`config.mk`:
```
export PLATFORM = sky130hd
export DESIGN_NAME = lc4_pipeline
export DESIGN_NICKNAME = d
export VERILOG_FILES = /design/src/verilog/lc4_pkg.sv /design/src/verilog/lc4_decoder.sv /design/src/verilog/lc4_alu.sv /design/src/verilog/lc4_regfile.sv /design/src/verilog/lc4_stage_reg.sv /design/src/verilog/lc4_hazard_unit.sv /design/src/verilog/lc4_bypass_net.sv /design/src/verilog/lc4_pipeline.sv
export SDC_FILE = /design/constraint.sdc
export NUM_CORES = 1
export LEC_CHECK = 0
export BUFFER_PORTS_ARGS = -buffer_cell sky130_fd_sc_hd__buf_2
export CAP_MARGIN = 20
export CORE_MARGIN = 10
export CORE_UTILIZATION = 62
export CTS_CLUSTER_DIAMETER = 50
export CTS_CLUSTER_SIZE = 28
export DETAILED_ROUTE_END_ITERATION = 8
export PLACE_DENSITY_LB_ADDON = 0.2
export SYNTH_ARGS = -nofsm -noshare
export SYNTH_HDL_FRONTEND = slang
export SYNTH_HIERARCHICAL = 1
export SYNTH_SLANG_ARGS = --single-unit
```
`constraint.sdc`:
```
create_clock -name gwe -period 4.35 [get_ports gwe]
set_clock_uncertainty 0.15 [all_clocks]
set_input_delay 0.435 -clock gwe [delete_from_list [all_inputs] [get_ports gwe]]
set_output_delay 0.435 -clock gwe [all_outputs]
set_load 0.01 [all_outputs]
```
`src/verilog/lc4_pkg.sv`:
```
package lc4_pkg;

    localparam int WORD_W   = 16;                        // datapath and address width
    localparam int NUM_REGS = 8;

    typedef logic [WORD_W-1:0]           word_t;
    typedef logic [$clog2(NUM_REGS)-1:0] reg_sel_t;
    typedef logic [2:0]                  nzp_t;          // {n, z, p}

    // trace stall codes, 1 is left unused since there is no second pipe
    typedef enum logic [1:0] {
        STALL_NONE  = 2'd0,
        STALL_FLUSH = 2'd2,
        STALL_LOAD  = 2'd3
    } stall_t;

    localparam word_t      PC_RESET = 16'h8200;
    localparam logic [3:0] OP_BR    = 4'b0000;
    localparam logic [3:0] OP_ADD   = 4'b0001;
    localparam logic [3:0] OP_LDR   = 4'b0110;
    localparam logic [3:0] OP_STR   = 4'b0111;
    localparam logic [3:0] OP_CONST = 4'b1001;

    typedef struct packed {
        logic r1re;       // reads rs
        logic r2re;       // reads rt
        logic rf_we;      // writes rd
        logic nzp_we;
        logic is_load;
        logic is_store;
        logic is_branch;
    } ctrl_t;

    typedef struct packed {
        word_t  pc;
        word_t  insn;
        stall_t stall;
    } fd_t;

    typedef struct packed {
        word_t    pc;
        word_t    insn;
        word_t    rs_data;                                // regfile values read in decode
        word_t    rt_data;
        reg_sel_t r1_sel;
        reg_sel_t r2_sel;
        reg_sel_t rd_sel;
        ctrl_t    ctrl;
        stall_t   stall;
    } dx_t;

    typedef struct packed {
        word_t    pc;
        word_t    insn;
        word_t    alu;                                    // sum, constant or address
        word_t    store_data;
        reg_sel_t rd_sel;
        reg_sel_t rt_sel;                                 // kept for the WM check
        ctrl_t    ctrl;
        stall_t   stall;
    } xm_t;

    typedef struct packed {
        word_t    pc;
        word_t    insn;
        word_t    wdata;                                  // value headed for rd
        reg_sel_t rd_sel;
        nzp_t     nzp;
        word_t    store_data;
        word_t    dmem_addr;
        ctrl_t    ctrl;
        stall_t   stall;
    } mw_t;

    // empty slots, also the reset contents of every stage
    localparam fd_t FD_BUBBLE = '{stall: STALL_FLUSH, default: '0};
    localparam dx_t DX_BUBBLE = '{stall: STALL_FLUSH, default: '0};
    localparam xm_t XM_BUBBLE = '{stall: STALL_FLUSH, default: '0};
    localparam mw_t MW_BUBBLE = '{stall: STALL_FLUSH, default: '0};

    // sign of a result as nzp bits
    function automatic nzp_t nzp_of(input word_t v);
        if (v[WORD_W-1]) return 3'b100;
        if (v == '0) return 3'b010;
        return 3'b001;
    endfunction

endpackage

```
`src/verilog/lc4_decoder.sv`:
```
`timescale 1ns/1ps

module lc4_decoder (
    input  lc4_pkg::word_t    i_insn,
    output lc4_pkg::reg_sel_t o_r1_sel,
    output lc4_pkg::reg_sel_t o_r2_sel,
    output lc4_pkg::reg_sel_t o_rd_sel,
    output lc4_pkg::ctrl_t    o_ctrl
);

    logic [3:0] opcode;

    assign opcode = i_insn[15:12];

    // field positions are the same for the whole subset
    assign o_r1_sel = i_insn[8:6];                        // rs
    assign o_rd_sel = i_insn[11:9];                       // rd
    // a store names its data register where the others put rd
    assign o_r2_sel = (opcode == lc4_pkg::OP_STR) ? i_insn[11:9] : i_insn[2:0];

    always_comb begin
        o_ctrl = '0;                                      // anything unknown is a nop
        case (opcode)
            lc4_pkg::OP_ADD: begin
                o_ctrl.r1re   = 1'b1;
                o_ctrl.r2re   = ~i_insn[5];               // bit 5 set means imm5
                o_ctrl.rf_we  = 1'b1;
                o_ctrl.nzp_we = 1'b1;
            end
            lc4_pkg::OP_CONST: begin
                o_ctrl.rf_we  = 1'b1;                     // no source regs
                o_ctrl.nzp_we = 1'b1;
            end
            lc4_pkg::OP_LDR: begin
                o_ctrl.r1re    = 1'b1;                    // base
                o_ctrl.rf_we   = 1'b1;
                o_ctrl.nzp_we  = 1'b1;
                o_ctrl.is_load = 1'b1;
            end
            lc4_pkg::OP_STR: begin
                o_ctrl.r1re     = 1'b1;                   // base
                o_ctrl.r2re     = 1'b1;                   // data
                o_ctrl.is_store = 1'b1;
            end
            lc4_pkg::OP_BR: begin
                o_ctrl.is_branch = 1'b1;                  // nzp field 000 never takes
            end
            default: begin
                o_ctrl = '0;
            end
        endcase
    end

endmodule

```
`src/verilog/lc4_alu.sv`:
```
`timescale 1ns/1ps

module lc4_alu (
    input  lc4_pkg::word_t i_insn,
    input  lc4_pkg::word_t i_pc,
    input  lc4_pkg::word_t i_r1_data,
    input  lc4_pkg::word_t i_r2_data,
    output lc4_pkg::word_t o_result
);

    lc4_pkg::word_t imm5;
    lc4_pkg::word_t imm6;
    lc4_pkg::word_t imm9;

    // sign extended immediates
    assign imm5 = {{(lc4_pkg::WORD_W-5){i_insn[4]}}, i_insn[4:0]};
    assign imm6 = {{(lc4_pkg::WORD_W-6){i_insn[5]}}, i_insn[5:0]};
    assign imm9 = {{(lc4_pkg::WORD_W-9){i_insn[8]}}, i_insn[8:0]};

    always_comb begin
        case (i_insn[15:12])
            lc4_pkg::OP_ADD: begin
                o_result = i_insn[5] ? (i_r1_data + imm5) : (i_r1_data + i_r2_data);
            end
            lc4_pkg::OP_CONST: begin
                o_result = imm9;
            end
            lc4_pkg::OP_LDR, lc4_pkg::OP_STR: begin
                o_result = i_r1_data + imm6;              // effective address
            end
            lc4_pkg::OP_BR: begin
                o_result = i_pc + 16'd1 + imm9;           // target, used only when taken
            end
            default: begin
                o_result = '0;
            end
        endcase
    end

endmodule

```
`src/verilog/lc4_regfile.sv`:
```
`timescale 1ns/1ps

module lc4_regfile (
    input  logic              gwe,
    input  logic              i_reset,
    input  lc4_pkg::reg_sel_t i_rs_sel,
    input  lc4_pkg::reg_sel_t i_rt_sel,
    output lc4_pkg::word_t    o_rs_data,
    output lc4_pkg::word_t    o_rt_data,
    input  lc4_pkg::reg_sel_t i_rd_sel,
    input  lc4_pkg::word_t    i_wdata,
    input  logic              i_we
);

    lc4_pkg::word_t regs [lc4_pkg::NUM_REGS];

    always_ff @(posedge gwe) begin
        if (i_reset) begin
            for (int i = 0; i < lc4_pkg::NUM_REGS; i++) begin
                regs[i] <= '0;
            end
        end else if (i_we) begin
            regs[i_rd_sel] <= i_wdata;
        end
    end

    // writeback value shows up in decode the same cycle
    assign o_rs_data = (i_we && (i_rd_sel == i_rs_sel)) ? i_wdata : regs[i_rs_sel];
    assign o_rt_data = (i_we && (i_rd_sel == i_rt_sel)) ? i_wdata : regs[i_rt_sel];

endmodule

```
`src/verilog/lc4_stage_reg.sv`:
```
`timescale 1ns/1ps

// one pipeline latch, payload type chosen per stage
module lc4_stage_reg #(
    parameter type T      = logic [0:0],
    parameter T    BUBBLE = T'(0)
) (
    input  logic gwe,
    input  logic i_reset,
    input  logic i_hold,                                  // keep current contents
    input  logic i_kill,                                  // replace with a bubble
    input  T     i_data,
    output T     o_data
);

    always_ff @(posedge gwe) begin
        if (i_reset || i_kill) begin
            o_data <= BUBBLE;                             // kill beats hold
        end else if (!i_hold) begin
            o_data <= i_data;
        end
    end

endmodule

```
`src/verilog/lc4_hazard_unit.sv`:
```
`timescale 1ns/1ps

module lc4_hazard_unit (
    input  lc4_pkg::reg_sel_t i_d_r1_sel,
    input  lc4_pkg::reg_sel_t i_d_r2_sel,
    input  lc4_pkg::ctrl_t    i_d_ctrl,
    input  lc4_pkg::reg_sel_t i_x_rd_sel,
    input  lc4_pkg::ctrl_t    i_x_ctrl,
    input  lc4_pkg::word_t    i_x_insn,
    input  lc4_pkg::nzp_t     i_x_nzp,
    output logic              o_load_stall,
    output logic              o_branch_taken
);

    logic use_r1;
    logic use_r2;
    logic x_load;

    // bubbles reach here with every ctrl flag clear, so they never match
    assign x_load = i_x_ctrl.is_load;

    assign use_r1 = i_d_ctrl.r1re && (i_d_r1_sel == i_x_rd_sel);
    // store data can wait for the WM path, so it does not count
    assign use_r2 = i_d_ctrl.r2re && !i_d_ctrl.is_store && (i_d_r2_sel == i_x_rd_sel);

    // a branch behind a load waits a cycle so that it sees the load's nzp from memory
    assign o_load_stall = x_load && (use_r1 || use_r2 || i_d_ctrl.is_branch);

    // condition field of BR against the youngest nzp
    assign o_branch_taken = i_x_ctrl.is_branch && |(i_x_insn[11:9] & i_x_nzp);

endmodule

```
`src/verilog/lc4_bypass_net.sv`:
```
`timescale 1ns/1ps

module lc4_bypass_net (
    input  lc4_pkg::dx_t   i_x_payload,
    input  lc4_pkg::xm_t   i_m_payload,
    input  lc4_pkg::word_t i_m_wdata,                     // load data or alu result
    input  lc4_pkg::mw_t   i_w_payload,
    input  lc4_pkg::nzp_t  i_nzp_reg,
    output lc4_pkg::word_t o_rs_data,
    output lc4_pkg::word_t o_rt_data,
    output lc4_pkg::word_t o_m_store_data,
    output lc4_pkg::nzp_t  o_x_nzp
);

    logic m_rf_we;
    logic w_rf_we;
    logic mx_rs, mx_rt;
    logic wx_rs, wx_rt;
    logic wm_rt;

    assign m_rf_we = i_m_payload.ctrl.rf_we;
    assign w_rf_we = i_w_payload.ctrl.rf_we;

    // MX
    assign mx_rs = m_rf_we && (i_m_payload.rd_sel == i_x_payload.r1_sel);
    assign mx_rt = m_rf_we && (i_m_payload.rd_sel == i_x_payload.r2_sel);
    // WX
    assign wx_rs = w_rf_we && (i_w_payload.rd_sel == i_x_payload.r1_sel);
    assign wx_rt = w_rf_we && (i_w_payload.rd_sel == i_x_payload.r2_sel);

    // younger producer first, MX carries the alu value only
    // a load in memory can only feed store data here, which WM repairs a cycle later
    assign o_rs_data = mx_rs ? i_m_payload.alu :
                       wx_rs ? i_w_payload.wdata : i_x_payload.rs_data;
    assign o_rt_data = mx_rt ? i_m_payload.alu :
                       wx_rt ? i_w_payload.wdata : i_x_payload.rt_data;

    // WM, covers a load followed directly by a store of its result
    assign wm_rt = i_m_payload.ctrl.is_store && w_rf_we &&
                   (i_w_payload.rd_sel == i_m_payload.rt_sel);
    assign o_m_store_data = wm_rt ? i_w_payload.wdata : i_m_payload.store_data;

    // nzp seen by a branch in execute
    always_comb begin
        if (i_m_payload.ctrl.nzp_we) begin
            o_x_nzp = lc4_pkg::nzp_of(i_m_wdata);         // not latched yet
        end else if (i_w_payload.ctrl.nzp_we) begin
            o_x_nzp = i_w_payload.nzp;
        end else begin
            o_x_nzp = i_nzp_reg;
        end
    end

endmodule

```
`src/verilog/lc4_pipeline.sv`:
```
`timescale 1ns/1ps

module lc4_pipeline (
    input  logic              gwe,
    input  logic              i_reset,
    output lc4_pkg::word_t    o_imem_addr,
    input  lc4_pkg::word_t    i_imem_insn,
    output lc4_pkg::word_t    o_dmem_addr,
    output lc4_pkg::word_t    o_dmem_wdata,
    output logic              o_dmem_we,
    input  lc4_pkg::word_t    i_dmem_rdata,
    output lc4_pkg::word_t    o_wb_pc,
    output lc4_pkg::word_t    o_wb_insn,
    output lc4_pkg::stall_t   o_wb_stall,
    output logic              o_wb_rf_we,
    output lc4_pkg::reg_sel_t o_wb_rf_sel,
    output lc4_pkg::word_t    o_wb_rf_data,
    output logic              o_wb_nzp_we,
    output lc4_pkg::nzp_t     o_wb_nzp,
    output logic              o_wb_dmem_we
);

    lc4_pkg::word_t    f_pc;
    lc4_pkg::fd_t      fd_d, fd_q;
    lc4_pkg::dx_t      dx_d, dx_q;
    lc4_pkg::xm_t      xm_d, xm_q;
    lc4_pkg::mw_t      mw_d, mw_q;
    lc4_pkg::reg_sel_t d_r1_sel, d_r2_sel, d_rd_sel;
    lc4_pkg::ctrl_t    d_dec_ctrl, d_ctrl;
    lc4_pkg::word_t    d_rs_data, d_rt_data;
    lc4_pkg::word_t    x_rs_data, x_rt_data, x_alu;
    lc4_pkg::nzp_t     x_nzp, nzp_reg;
    lc4_pkg::word_t    m_wdata, m_store_data;
    logic              load_stall, branch_taken;

    // fetch, a taken branch overrides the load stall
    always_ff @(posedge gwe) begin
        if (i_reset) begin
            f_pc <= lc4_pkg::PC_RESET;
        end else if (branch_taken) begin
            f_pc <= x_alu;                                // target from execute
        end else if (!load_stall) begin
            f_pc <= f_pc + 16'd1;
        end
    end
    assign o_imem_addr = f_pc;
    assign fd_d = '{pc: f_pc, insn: i_imem_insn, stall: lc4_pkg::STALL_NONE};

    lc4_stage_reg #(.T(lc4_pkg::fd_t), .BUBBLE(lc4_pkg::FD_BUBBLE)) u_fd_reg (
        .gwe(gwe), .i_reset(i_reset), .i_hold(load_stall), .i_kill(branch_taken),
        .i_data(fd_d), .o_data(fd_q)
    );

    // decode
    lc4_decoder u_decoder (
        .i_insn(fd_q.insn), .o_r1_sel(d_r1_sel), .o_r2_sel(d_r2_sel),
        .o_rd_sel(d_rd_sel), .o_ctrl(d_dec_ctrl)
    );
    assign d_ctrl = (fd_q.stall == lc4_pkg::STALL_NONE) ? d_dec_ctrl : '0;  // bubble is inert

    lc4_regfile u_regfile (
        .gwe(gwe), .i_reset(i_reset),
        .i_rs_sel(d_r1_sel), .i_rt_sel(d_r2_sel),
        .o_rs_data(d_rs_data), .o_rt_data(d_rt_data),
        .i_rd_sel(mw_q.rd_sel), .i_wdata(mw_q.wdata), .i_we(mw_q.ctrl.rf_we)
    );

    // on a load stall the decode slot goes down as a load bubble and stays put
    assign dx_d = '{pc: fd_q.pc, insn: fd_q.insn,
                    rs_data: d_rs_data, rt_data: d_rt_data,
                    r1_sel: d_r1_sel, r2_sel: d_r2_sel, rd_sel: d_rd_sel,
                    ctrl: load_stall ? '0 : d_ctrl,
                    stall: load_stall ? lc4_pkg::STALL_LOAD : fd_q.stall};

    lc4_stage_reg #(.T(lc4_pkg::dx_t), .BUBBLE(lc4_pkg::DX_BUBBLE)) u_dx_reg (
        .gwe(gwe), .i_reset(i_reset), .i_hold(1'b0), .i_kill(branch_taken),
        .i_data(dx_d), .o_data(dx_q)
    );

    // execute
    lc4_bypass_net u_bypass (
        .i_x_payload(dx_q), .i_m_payload(xm_q), .i_m_wdata(m_wdata),
        .i_w_payload(mw_q), .i_nzp_reg(nzp_reg),
        .o_rs_data(x_rs_data), .o_rt_data(x_rt_data),
        .o_m_store_data(m_store_data), .o_x_nzp(x_nzp)
    );

    lc4_alu u_alu (
        .i_insn(dx_q.insn), .i_pc(dx_q.pc),
        .i_r1_data(x_rs_data), .i_r2_data(x_rt_data), .o_result(x_alu)
    );

    lc4_hazard_unit u_hazard (
        .i_d_r1_sel(d_r1_sel), .i_d_r2_sel(d_r2_sel), .i_d_ctrl(d_ctrl),
        .i_x_rd_sel(dx_q.rd_sel), .i_x_ctrl(dx_q.ctrl), .i_x_insn(dx_q.insn),
        .i_x_nzp(x_nzp), .o_load_stall(load_stall), .o_branch_taken(branch_taken)
    );

    assign xm_d = '{pc: dx_q.pc, insn: dx_q.insn, alu: x_alu, store_data: x_rt_data,
                    rd_sel: dx_q.rd_sel, rt_sel: dx_q.r2_sel,
                    ctrl: dx_q.ctrl, stall: dx_q.stall};

    lc4_stage_reg #(.T(lc4_pkg::xm_t), .BUBBLE(lc4_pkg::XM_BUBBLE)) u_xm_reg (
        .gwe(gwe), .i_reset(i_reset), .i_hold(1'b0), .i_kill(1'b0),
        .i_data(xm_d), .o_data(xm_q)
    );

    // memory
    assign m_wdata      = xm_q.ctrl.is_load ? i_dmem_rdata : xm_q.alu;
    assign o_dmem_addr  = (xm_q.ctrl.is_load || xm_q.ctrl.is_store) ? xm_q.alu : '0;
    assign o_dmem_we    = xm_q.ctrl.is_store;
    assign o_dmem_wdata = m_store_data;                   // WM already applied

    assign mw_d = '{pc: xm_q.pc, insn: xm_q.insn, wdata: m_wdata, rd_sel: xm_q.rd_sel,
                    nzp: lc4_pkg::nzp_of(m_wdata), store_data: m_store_data,
                    dmem_addr: o_dmem_addr, ctrl: xm_q.ctrl, stall: xm_q.stall};

    lc4_stage_reg #(.T(lc4_pkg::mw_t), .BUBBLE(lc4_pkg::MW_BUBBLE)) u_mw_reg (
        .gwe(gwe), .i_reset(i_reset), .i_hold(1'b0), .i_kill(1'b0),
        .i_data(mw_d), .o_data(mw_q)
    );

    // writeback, nzp commits here
    always_ff @(posedge gwe) begin
        if (i_reset) begin
            nzp_reg <= '0;
        end else if (mw_q.ctrl.nzp_we) begin
            nzp_reg <= mw_q.nzp;
        end
    end

    assign o_wb_pc      = mw_q.pc;
    assign o_wb_insn    = mw_q.insn;
    assign o_wb_stall   = mw_q.stall;
    assign o_wb_rf_we   = mw_q.ctrl.rf_we;
    assign o_wb_rf_sel  = mw_q.rd_sel;
    assign o_wb_rf_data = mw_q.wdata;
    assign o_wb_nzp_we  = mw_q.ctrl.nzp_we;
    assign o_wb_nzp     = mw_q.nzp;
    assign o_wb_dmem_we = mw_q.ctrl.is_store;

endmodule

```
### Word-level counts from Yosys, hierarchy flattened

Memories as Yosys holds them, arrays and structs flattened. A register that Yosys moved wholly into a read port is not among the register bits.
Cells that the tools add are included.

| storage, ports and cells | value |
|---|---|
| flip-flop bits (word level) | 235 |
| RAM bits | 128 |
| input bits | 34 |
| output and inout port bits | 108 |
| word-level logic and storage cells | 132 |
| memories kept | 1 |

Memory list:

| memory | depth | width | rd ports | clocked after Yosys merged registers in | write ports | RTL line | text |
|---|---|---|---|---|---|---|---|
| u_regfile.regs | 8 | 16 | 2 | 2 | 8 | lc4_regfile.sv:15 | `lc4_pkg::word_t regs [lc4_pkg::NUM_REGS];` |

| operators by class | value |
|---|---|
| add/sub/neg operators | 6 |
| equal/unequal tests | 16 |
| muxes and demuxes | 42 |
| bitwise operators | 3 |
| reductions and logical operators | 27 |

Operators by type and width:

| operator | number |
|---|---|
| $mux W16 | 11 |
| $add A16 B16 Y16 | 4 |
| $pmux W16 S4 | 1 |
| $add A16 B1 Y16 const B | 2 |
| $mux W3 | 10 |
| $eq A3 B3 Y1 | 7 |
| $mux W1 | 17 |
| $eq A4 B3 Y1 const B | 4 |
| $logic_not A16 Y1 | 1 |
| $reduce_or A16 Y1 | 1 |
| $reduce_or A3 Y1 | 4 |
| $logic_and A1 B1 Y1 | 11 |
| $eq A4 B1 Y1 const B | 2 |
| $eq A4 B4 Y1 const B | 2 |
| $logic_not A4 Y1 | 2 |
| $mux W7 | 1 |
| $logic_or A1 B1 Y1 | 4 |
| $reduce_or A2 Y1 | 2 |
| $and A3 B3 Y3 | 1 |
| $logic_not A2 Y1 | 1 |
| $mux W2 | 1 |
| $ne A2 B1 Y1 const B | 1 |
| $not A1 Y1 | 2 |
| $pmux W1 S2 | 1 |
| $logic_not A1 Y1 | 1 |

### Longest topological paths before layout

Gate-level depths: netlist of the first run.

| logic depth | value |
|---|---|
| word-level depth | 13 |
| mapped depth | 16 |
| gate-level depth less buffers | 16 |

### Modules after synthesis

The synthesis of the first run kept the hierarchy.

Modules (own cells, without submodules):

| module | instances | cells each | area an instance (um2) | sequential area each (um2) |
|---|---|---|---|---|
| lc4_regfile | 1 | 445 | 7,453.4 | 3,843.7 |
| lc4_stage_reg at u_mw_reg | 1 | 308 | 3,397.0 | 1,901.8 |
| lc4_stage_reg at u_dx_reg | 1 | 265 | 3,031.7 | 1,641.6 |
| lc4_stage_reg at u_xm_reg | 1 | 256 | 2,792.7 | 1,581.5 |
| lc4_alu | 1 | 250 | 1,869.3 | 0.0 |
| lc4_pipeline | 1 | 201 | 1,609.0 | 380.4 |
| lc4_stage_reg at u_fd_reg | 1 | 111 | 1,242.4 | 680.7 |
| lc4_bypass_net | 1 | 156 | 1,118.6 | 0.0 |
| lc4_decoder | 1 | 21 | 155.1 | 0.0 |
| lc4_hazard_unit | 1 | 13 | 113.9 | 0.0 |

### Least setup slack after synthesis of the first run

Ideal clock, no wire load.

| timing | value |
|---|---|
| path type | reg2reg |
| start | register u_mw_reg/o_data[46] (netlist bit) |
| end | register f_pc[14] (netlist: o_imem_addr[14]) |
| setup time | 0.059 ns |
| data arrival time | 3.314 ns |
| required time | 4.141 ns |
| slack | 0.827 ns |
| stages on the path, launching flop included | 17 |
| path buffers | 0 |
| period minus slack after synthesis | 3.523 ns |
| path through | dfxtp_1 xnor2_1 nand4_2 mux2i_1 a21oi_1 mux2_2 ha_1 fa_1 nand3_1 a21o_1 a31oi_1 a311oi_1 xor2_1 o221ai_1 inv_1 a21oi_1 o31a_1 |

| on the way | value |
|---|---|
| word-level cells in the longest chain between the ends | 8 |
| elaborated cells between the ends (all ways) | 14 |
| those cells by class | add/sub (3); eq/ne (2); mux (7); reduce/logical (2) |

RTL lines:

| element | RTL line | text |
|---|---|---|
| start: declaration | lc4_stage_reg.sv:13 | `output T o_data` |
| start signal: assignment | lc4_stage_reg.sv:20 | `o_data <= i_data;` |
| $eq A3 B3 Y1 | lc4_bypass_net.sv:29 | `assign wx_rt = w_rf_we && (i_w_payload.rd_sel == i_x_payload.r2_sel);` |
| $logic_and A1 B1 Y1 | lc4_bypass_net.sv:29 |  |
| $mux W16 | lc4_bypass_net.sv:36 | `wx_rt ? i_w_payload.wdata : i_x_payload.rt_data;` |
| $mux W16 | lc4_bypass_net.sv:35 | `assign o_rt_data = mx_rt ? i_m_payload.alu :` |
| named net x_rt_data[0] | lc4_pipeline.sv:31 | `lc4_pkg::word_t x_rs_data, x_rt_data, x_alu;` |
| $add A16 B16 Y16 | lc4_alu.sv:23 | `o_result = i_insn[5] ? (i_r1_data + imm5) : (i_r1_data + i_r2_data);` |
| $mux W16 | lc4_alu.sv:23 |  |
| $pmux W16 S4 | lc4_alu.sv:21 | `case (i_insn[15:12])` |
| named net x_alu[14] | lc4_pipeline.sv:31 |  |
| $mux W16 | lc4_pipeline.sv:40 | `end else if (branch_taken) begin` |
| end signal: assignment | lc4_pipeline.sv:39 | `f_pc <= lc4_pkg::PC_RESET;` |
| end signal: assignment | lc4_pipeline.sv:41 | `f_pc <= x_alu;` |
| end signal: assignment | lc4_pipeline.sv:43 | `f_pc <= f_pc + 16'd1;` |
| end: declaration | lc4_pipeline.sv:23 | `lc4_pkg::word_t f_pc;` |

The timed path passes the listed nets, and every way through them passes these cells.
A chain may end at the register's enable or synchronous reset.

### Final worst setup path of the first run

| timing | value |
|---|---|
| start | register u_xm_reg/o_data[4] (netlist bit) |
| end | register u_fd_reg/o_data[12] (netlist bit) |

| on the way | value |
|---|---|
| word-level cells in the longest chain between the ends | 12 |
| elaborated cells between the ends (all ways) | 15 |
| those cells by class | mux (10); bitwise (1); reduce/logical (4) |

RTL lines:

| element | RTL line | text |
|---|---|---|
| start: declaration | lc4_stage_reg.sv:13 |  |
| start signal: assignment | lc4_stage_reg.sv:20 |  |
| $mux W16 (*) | lc4_pipeline.sv:109 | `assign m_wdata = xm_q.ctrl.is_load ? i_dmem_rdata : xm_q.alu;` |
| named net m_wdata[9] | lc4_pipeline.sv:33 | `lc4_pkg::word_t m_wdata, m_store_data;` |
| $logic_not A16 Y1 (*) | lc4_pkg.sv:84 | `if (v == '0) return 3'b010;` |
| $mux W1 (2 in a row) | lc4_pkg.sv:84 |  |
| $mux W1 | lc4_bypass_net.sv:45 | `if (i_m_payload.ctrl.nzp_we) begin` |
| $mux W3 (*) | lc4_pkg.sv:85 | `return 3'b001;` |
| $mux W3 (*) | lc4_pkg.sv:84 |  |
| $mux W3 (*) | lc4_bypass_net.sv:45 |  |
| named net x_nzp[0] | lc4_pipeline.sv:32 | `lc4_pkg::nzp_t x_nzp, nzp_reg;` |
| $and A3 B3 Y3 (*) | lc4_hazard_unit.sv:30 | `assign o_branch_taken = i_x_ctrl.is_branch && \|(i_x_insn[11:9] & i_x_nzp);` |
| $reduce_or A3 Y1 (*) | lc4_hazard_unit.sv:30 |  |
| $logic_and A1 B1 Y1 (*) | lc4_hazard_unit.sv:30 |  |
| named net branch_taken | lc4_pipeline.sv:34 | `logic load_stall, branch_taken;` |
| $logic_or A1 B1 Y1 (*) | lc4_stage_reg.sv:17 | `if (i_reset \|\| i_kill) begin` |
| end signal: assignment | lc4_stage_reg.sv:20 |  |
| end: declaration | lc4_stage_reg.sv:13 |  |

Mark *: on every way through the listed nets, which the timed path passes. The rest lies on a longest branch. The select of a mux whose other input is x is not followed.

==> results.cfg, run 1 <==
[die]
die_area_sq_um = 42300
core_sq_um = 33800
ios = 142
fp.dieW_um = 206
chipHeight_um = 206
initial_core_util = 0.632
rows = 67

[cts]
path_clk_slew_ns = 0.08
clock-sinks = 396
cts_tree = yes
clockRootBuffer = clkbuf_16
cts-htree-levels = 2
clockBufferDepth = 3
clk_latency_ns = 0.54
numCtsBuffers = 40

[timing]
holdWs_ns = 0.0146
setup_ws_ns = 0.407
rsz0062_at_grt = no
fin_crit_ns = 3.94
finalHoldViolations = 0
slew_violations = 0
fin_crit_sh = 0.906
worst_pin_slew_ns = 1.02
slew_headroom = 0.319
setup_viol = 0
setup_tns_ns = 0
fmax_mhz = 254

[cells_and_area]
most-common-layout-cells = nor2_1, mux2i_1, dfxtp_1
layout-drive-gt1-share = 0.196
reg_top3 = u_regfile/regs (128), u_dx_reg/o_data (80), u_xm_reg/o_data (76)
final_common_cell = nor2_1
diodes = 0
largest-register = u_regfile/regs
num-fill-cells = 2507
area_delta_synth_final_pct = 9.70
register_area_sq_um = 9210
largest_reg_flops = 128
multi_input_area_sq_um = 11000
nets = 2071
utilization = 0.694

[route]
vias = 15400
wl_um = 59000
drc_errors = 0
dr.pass1.iters = 6
wl_per_cell_um = 23.8
viasPerCell = 6.22
first_iter_violations = 1654
antenna_left = 0

[logic_synthesis]
syn_inst = 1897
yosysWarnings = 6
avgSynthCellArea_sq_um = 11.3
synthesis.area_sq_um = 21400

[power]
power_density_nw_per_um2 = 356
leakage_nw = 10.3
ir_drop_mv = 0.388

[placement]
place_congestion = 0.940
dpl.hpwl_um = 40300
portBuffers = 141
pre_cts_slack_ns = 0.00230

[worst_hold_path]
hold_class = in2reg

[global_route]
grt.total_usage = 0.274
grt_pass1_vias = 15300
grt_overflow = 0
antenna_found_initial = 2
grt_max_degree = 81
grt_pass1_wl_um = 90200

[critical_path]
path_class = reg2reg
crit_arrival_ns = 4.26
start_kind = flop
end_kind = flop
critPathBufInv = 1
slowest_delay_ns = 0.66
path_cells = mux2_2 > nor4_1 > nand4_1 > nand3b_1 > o21ai_0 > a222oi_1 > nor2b_1 > or2_1 > buf_4 > nor2_1
cp.required_ns = 4.66
critPathSlowestCell = dfxtp_2
cp_top_family = simple AND/OR/NAND/NOR gates
crit_fanout = 22

[run]
cap_violations = 0

[outcome]
status = finished clean
[worst paths after layout]
check                              startpoint                          endpoint  slack (ns)  cells after the start
min                           i_imem_insn[12]  u_fd_reg/o_data[14]$_SDFFE_PP0N_        0.01                      3
max reg2reg   u_xm_reg/o_data[4]$_SDFFE_PP0N_  u_fd_reg/o_data[12]$_SDFFE_PP0N_        0.41                     10
max           u_xm_reg/o_data[4]$_SDFFE_PP0N_  u_fd_reg/o_data[12]$_SDFFE_PP0N_        0.41                     10
min reg2reg  u_xm_reg/o_data[70]$_SDFFE_PP0N_  u_mw_reg/o_data[86]$_SDFFE_PP0N_        0.35                      2
[worst reg2reg max path: stages, from the launching register on]
cell      delay (ns)
dfxtp_2         0.66
mux2_2          0.45
nor4_1          0.49
nand4_1         0.33
nand3b_1        0.18
o21ai_0         0.09
a222oi_1        0.34
nor2b_1         0.12
or2_1           0.54
buf_4           0.35
nor2_1          0.16
[per-layer routing]
| layer | GRT usage | up-vias | share of wire |
|---|---|---|---|
| met5 | 0 | - | 0.00032 |
| met3 | 0.0719 | 101 | 0.11 |
| met1 | 0.379 | 7551 | 0.43 |
| met2 | 0.420 | 725 | 0.45 |
| li1 | - | 7046 | - |
| met4 | 0.0717 | 2 | 0.023 |
[layout make-up]
| cell class | instances | share of cell area |
|---|---|---|
| timing repair buffer | 199 | 0.0511 |
| clock buffer | 46 | 0.0459 |
| inverter | 13 | 0.00224 |
| multi-input combinational | 1352 | 0.471 |
| sequential | 396 | 0.393 |
| tap | 448 | 0.0239 |
| clock inverter | 26 | 0.0132 |
[what timing repair did]
action / 4_1_cts / 5_1_grt
endpoints found under the setup margin: 44 / 78
hold buffers: 13 / 0
resized for setup: 1 / 3
endpoints found under the hold margin: 13 / 0
buffers inserted: 0 / 0
[where the power goes]
group	internal [mW]	total (mW)	leakage, nW	switching, mW
sequential	3.90	3.99	3.50	0.0863
combinational	0.349	0.780	6.08	0.431
clock	1.97	3.57	0.679	1.60
total	6.23	8.34	10.3	2.12
[per-stage QoR]
stage | area [sq um] | power, mW | std cells
after global placement | 21900 | 4.79 | 2395
after floorplan | 21400 | 4.65 | 1904
after detailed placement | 21900 | 4.81 | 2395
after global routing | 23400 | 8.60 | 2480
after CTS | 23400 | 8.36 | 2480
final | 23400 | 8.34 | 2480
Note: power is estimated with default switching activity, not from simulation.
==> run 2: changes to the inputs <==
--- a/config.mk
+++ b/config.mk
@@ -19 +19,2 @@
 export SYNTH_SLANG_ARGS = --single-unit
+export TNS_END_PERCENT = 10
--- a/constraint.sdc
+++ b/constraint.sdc
@@ -4,2 +4,2 @@
 set_output_delay 0.435 -clock gwe [all_outputs]
-set_load 0.01 [all_outputs]
+set_load 0.05 [all_outputs]
==> run 2 against run 1 <==
  * Largest power group unchanged
  * Core utilization up 0.18 points
  * Worst hold slack better by 0.18 ns
  * Register-to-register slack worse by 0.21 ns
  * Combinational power up 3.8%
  * Clock power up 2%
  * Flip-flop and latch count unchanged
  * Worst setup slack worse by 0.21 ns
  * Total power up 1.1%
  * Final area up 0.26%
  * Non-clock buffer count up 5
  * First-iteration DRC count up 2.0%
==> results.cfg, run 2 (synthesis results as in run 1) <==
[outcome]
status = finished clean

[route]
vias = 15500
wl_met2_um = 27200
wl_um = 60000
route.met3.wl_um = 5290
first_iter_violations = 1687
antenna_left = 0
dr.pass1.iters = 6
wl_met1_um = 26100
viasPerCell = 6.24
drc_errors = 0
topRoutingLayerUsed = met4
wl_per_cell_um = 24.1

[cts]
cts-htree-levels = 2
clockBufferDepth = 3
clockRootBuffer = clkbuf_16
clock-sinks = 396
clk_latency_ns = 0.55
post-cts-setup-buffers = 0
cts_tree = yes
numCtsBuffers = 41
path_clk_slew_ns = 0.07

[worst_hold_path]
hold_class = in2reg
min_from = i_dmem_rdata[14]

[global_route]
grt_pass1_vias = 15200
antenna_found_initial = 1
grt_pass1_wl_um = 90600
grt_overflow = 0
grt_max_degree = 81
grt.total_usage = 0.276

[cells_and_area]
largest_reg_flops = 128
num-fill-cells = 2514
diodes = 0
final_common_cell = nor2_1
nets = 2077
largest-register = u_regfile/regs
layout-drive-gt1-share = 0.198
reg_top3 = u_regfile/regs (128), u_dx_reg/o_data (80), u_xm_reg/o_data (76)
most-common-layout-cells = nor2_1, mux2i_1, dfxtp_1
finalNonFillerCells = 2488
area_delta_synth_final_pct = 9.99

[power]
p_total_mw = 8.44
p_int_mw = 6.25
power_frac_comb = 0.096
switching_share = 0.259
p_sw_mw = 2.19
seqPwrFrac = 0.473
p_clk_frac = 0.431
power_density_nw_per_um2 = 359
ir_drop_mv = 0.397
leakage_nw = 10.3

[critical_path]
start_kind = flop
path_cells = mux2_2 > nor4_1 > nand4_1 > nand3b_1 > o21ai_0 > a222oi_1 > nor2b_1 > or2_1 > buf_4 > nor2_1
slowest_delay_ns = 0.68
crit_arrival_ns = 4.47
critPathSlowestCell = dfxtp_2
crit_fanout = 22
critPathBufInv = 1
cp.required_ns = 4.67
path_class = reg2reg
cp_top_family = simple AND/OR/NAND/NOR gates
r2r-start = u_xm_reg/o_data[4]$_SDFFE_PP0N_
startpoint = u_xm_reg/o_data[4]$_SDFFE_PP0N_
end_kind = flop

[placement]
place_inst = 2397
place_congestion = 0.937
portBuffers = 141
dpl.hpwl_um = 40600

[die]
rows = 67
core_sq_um = 33800
die_area_sq_um = 42300
initial_core_util = 0.632
ios = 142
chipHeight_um = 206
fp.dieW_um = 206

[timing]
slew_violations = 0
fin_crit_sh = 0.955
rsz0062_at_grt = no
setup_viol = 0
finalHoldViolations = 0
worst_pin_slew_ns = 1.06
slew_headroom = 0.289
fmax_mhz = 241
fin_crit_ns = 4.15

[run]
cap_violations = 0
[run 2: cell types whose count changed in the layout (fill, tap and decap cells not counted), moves of 2 or more]
cell	before	now
buf_4	43	45
inv_8	1	5
clkbuf_8	3	1
dlygate4sd3_1	13	16
[run 2: path summary, 6_finish.rpt]
| kind | to | cells past startpoint | slack (ns) |
|---|---|---|---|
| setup / recovery | u_fd_reg/o_data[8]$_SDFFE_PP0N_ | 10 | 0.20 |
| hold / removal | u_mw_reg/o_data[61]$_SDFFE_PP0N_ | 4 | 0.19 |
| setup reg to reg | u_fd_reg/o_data[8]$_SDFFE_PP0N_ | 10 | 0.20 |
| hold reg to reg | u_dx_reg/o_data[78]$_SDFFE_PP0N_ | 2 | 0.35 |
[run 2: area by class of cell]
type                       instances  area, sq um  area share
multi-input combinational       1352        11000       0.469
sequential                       396         9210       0.392
timing repair buffer             204         1240      0.0529
clock buffer                      46         1080      0.0458
tap                              448          561      0.0239
clock inverter                    29          329      0.0140
inverter                          13         52.6     0.00224
[run 2: timing repair]
action	CTS	global route
endpoints found under the setup margin	53	52
hold endpoints to repair	16	0
hold buffers	16	0
gates resized for setup	1	2
pin swaps	0	0
[run 2: metrics by stage]
step	worst slack, ns	hold WS (ns)	utilization	cell area (sq um)	setup TNS (ns)
detailed placement	-0.0420	0.329	0.649	21900	-0.126
floorplan	0.517	0.302	-	21400	0
global route	0.114	0.183	0.696	23500	0
finish	0.196	0.190	0.696	23500	0
CTS	0.205	0.170	0.695	23500	0
global placement	0.0583	0.316	0.649	21900	0
[run 2: per-layer routing]
metal,vias to the layer above,track usage
met5,-,0
met2,695,0.431
met4,0,0.0701
met3,100,0.0541
li1,7052,-
met1,7684,0.386
[run 2: power by group through the flow]
stage	clock, mW	sequential, mW	combinational, mW
after floorplan	0	4.05	0.624
after global placement	0	4.06	0.756
after detailed placement	0	4.07	0.767
after CTS	3.67	3.99	0.784
after global routing	3.81	4.00	0.861
final	3.64	3.99	0.810
[run 2: tightest hold or removal path, cell delays in order]
cell,delay (ns)
buf_2,0.10
mux2_2,0.16
mux2i_1,0.06
nor2_1,0.09
==> run 3: changes to the inputs <==
Settings changed: CORE_UTILIZATION 62 to 56.
Clock period 4.35 ns to 3.5 ns, I/O delays scaled along.
==> run 3 against run 2 <==
  * The run now ends with setup timing left
  * Clock power rose by 25%
  * Routed wire length rose by 6.8%
  * Register-to-register slack got worse by 0.25 ns
  * Global-route usage fell by 1.5 points
  * Fmax rose by 17%
  * Flip-flop and latch count did not move
  * Total power rose by 26%
  * Via count rose by 3.4%
  * Critical path type unchanged
  * Largest cell class unchanged
  * Highest routed layer unchanged
==> results.cfg, run 3 (synthesis results as in run 1) <==
[global_route]
grt_pass1_vias = 15700
grt_max_degree = 81
antenna_found_initial = 1
grt_overflow = 0
grt_pass1_wl_um = 94600
grt.total_usage = 0.261

[cells_and_area]
final_cell_area_sq_um = 25000
area_delta_synth_final_pct = 17.1
largest-register = u_regfile/regs
layout-drive-gt1-share = 0.272
diodes = 0
multi_input_area_sq_um = 11400
reg_top3 = u_regfile/regs (128), u_dx_reg/o_data (80), u_xm_reg/o_data (76)
largest_reg_flops = 128
nets = 2199
most-common-layout-cells = nor2_1, mux2i_1, dfxtp_1
utilization = 0.665
register_area_sq_um = 9230
num-fill-cells = 2931
final_common_cell = nor2_1

[route]
wl_um = 64000
first_iter_violations = 1497
topRoutingLayerUsed = met4
wl_per_cell_um = 23.9
dr.pass1.iters = 5
vias = 16100
drc_errors = 0
route.met3.wl_um = 5300
antenna_left = 0
viasPerCell = 6.01
wl_met2_um = 29000
wl_met1_um = 28300

[die]
ios = 142
fp.dieW_um = 215
die_area_sq_um = 46400
rows = 71
initial_core_util = 0.567
chipHeight_um = 215
core_sq_um = 37700

[timing]
worst_pin_slew_ns = 0.705
slew_violations = 0
slew_headroom = 0.523
setup_viol = 1
finalHoldViolations = 0
fmax_mhz = 281
fin_crit_ns = 3.55
rsz0062_at_grt = yes
setup_tns_ns = -0.0541
setup_ws_ns = -0.0541
fin_crit_sh = 1.02

[power]
ir_drop_mv = 0.343
power_density_nw_per_um2 = 426
leakage_nw = 11.0

[run]
cap_violations = 0

[cts]
numCtsBuffers = 42
path_clk_slew_ns = 0.06
clockRootBuffer = clkbuf_16
cts_tree = yes
clockBufferDepth = 3
clk_latency_ns = 0.57
clock-sinks = 396
cts-htree-levels = 2

[placement]
pre_cts_slack_ns = -0.118
dpl.hpwl_um = 43600
dpl-instance-area_sq_um = 22900
place_congestion = 0.968
portBuffers = 141

[outcome]
failed_checks = setup timing
status = complete, but fails checks

[critical_path]
crit_fanout = 6
end_kind = flop
start_kind = flop
path_class = reg2reg
crit_arrival_ns = 3.81
cp.required_ns = 3.76

[worst_hold_path]
hold_class = in2reg
## run 3: changes by cell type in the layout (fill, tap and decap cells not counted), sizes merged
| cell | before | now |
|---|---|---|
| buf | 188 | 306 |
| dlygate4sd3 | 16 | 17 |
| clkbuf | 46 | 51 |
| bufinv | 2 | 0 |
## run 3: what timing repair did
item,4_1_cts,5_1_grt
buffers inserted,3,8
pin swaps,13,30
gates cloned,1,3
endpoints found under the hold margin,17,0
resized for setup,23,62
hold buffers,17,0
setup endpoints to repair,35,139
## run 3: final timing paths
kind | start | end | slack, ns | depth (start not counted)
worst min register to register | u_xm_reg/o_data[48]$_SDFFE_PP0N_ | u_mw_reg/o_data[64]$_SDFFE_PP0N_ | 0.35 | 2
worst min-delay path | i_dmem_rdata[13] | u_mw_reg/o_data[60]$_SDFFE_PP0N_ | 0.13 | 4
worst max register to register | u_dx_reg/o_data[12]$_SDFFE_PP0N_ | u_xm_reg/o_data[46]$_SDFFE_PP0N_ | -0.05 | 17
worst max-delay path | u_dx_reg/o_data[12]$_SDFFE_PP0N_ | u_xm_reg/o_data[46]$_SDFFE_PP0N_ | -0.05 | 17
## run 3: worst max-delay path: stages, from the launching register on
cell and delay [ns]:
dfxtp_4 0.36, xnor2_2 0.13, nand4_2 0.09, buf_6 0.15
buf_8 0.14, mux2i_1 0.22, a21oi_2 0.08, mux2_4 0.30
ha_4 0.23, a211oi_2 0.22, o21bai_2 0.13, o211ai_1 0.28
a31oi_2 0.18, xnor2_1 0.19, o211ai_1 0.15, buf_4 0.18
mux2i_1 0.16, nor2_1 0.06
## run 3: metal layers
layer,vias up,track usage
li1,7311,-
met1,8014,0.357
met2,639,0.408
met3,100,0.0622
met4,0,0.0664
met5,-,0
## run 3: cell type report
type                    count  area share
multi-input cells        1352       0.455
flip-flops and latches    396       0.369
clock inverters            27      0.0117
repair buffers            325      0.0923
inverters                  13     0.00195
clock buffers              49      0.0451
well taps                 511      0.0255
## run 3: per-stage QoR
| step | power (mW) | std cells | hold slack [ns] |
|---|---|---|---|
| final | 10.7 | 2673 | 0.130 |
| after global routing | 11.0 | 2673 | 0.156 |
| after CTS | 10.6 | 2662 | 0.0601 |
| after detailed placement | 6.10 | 2565 | 0.333 |
| after global placement | 6.08 | 2565 | 0.314 |
| after floorplan | 5.80 | 1904 | 0.302 |
## run 3: report_power, final
part | switching [mW] | internal [mW]
sequential | 0.0998 | 4.85
combinational | 0.631 | 0.531
clock | 2.11 | 2.44
total | 2.84 | 7.82
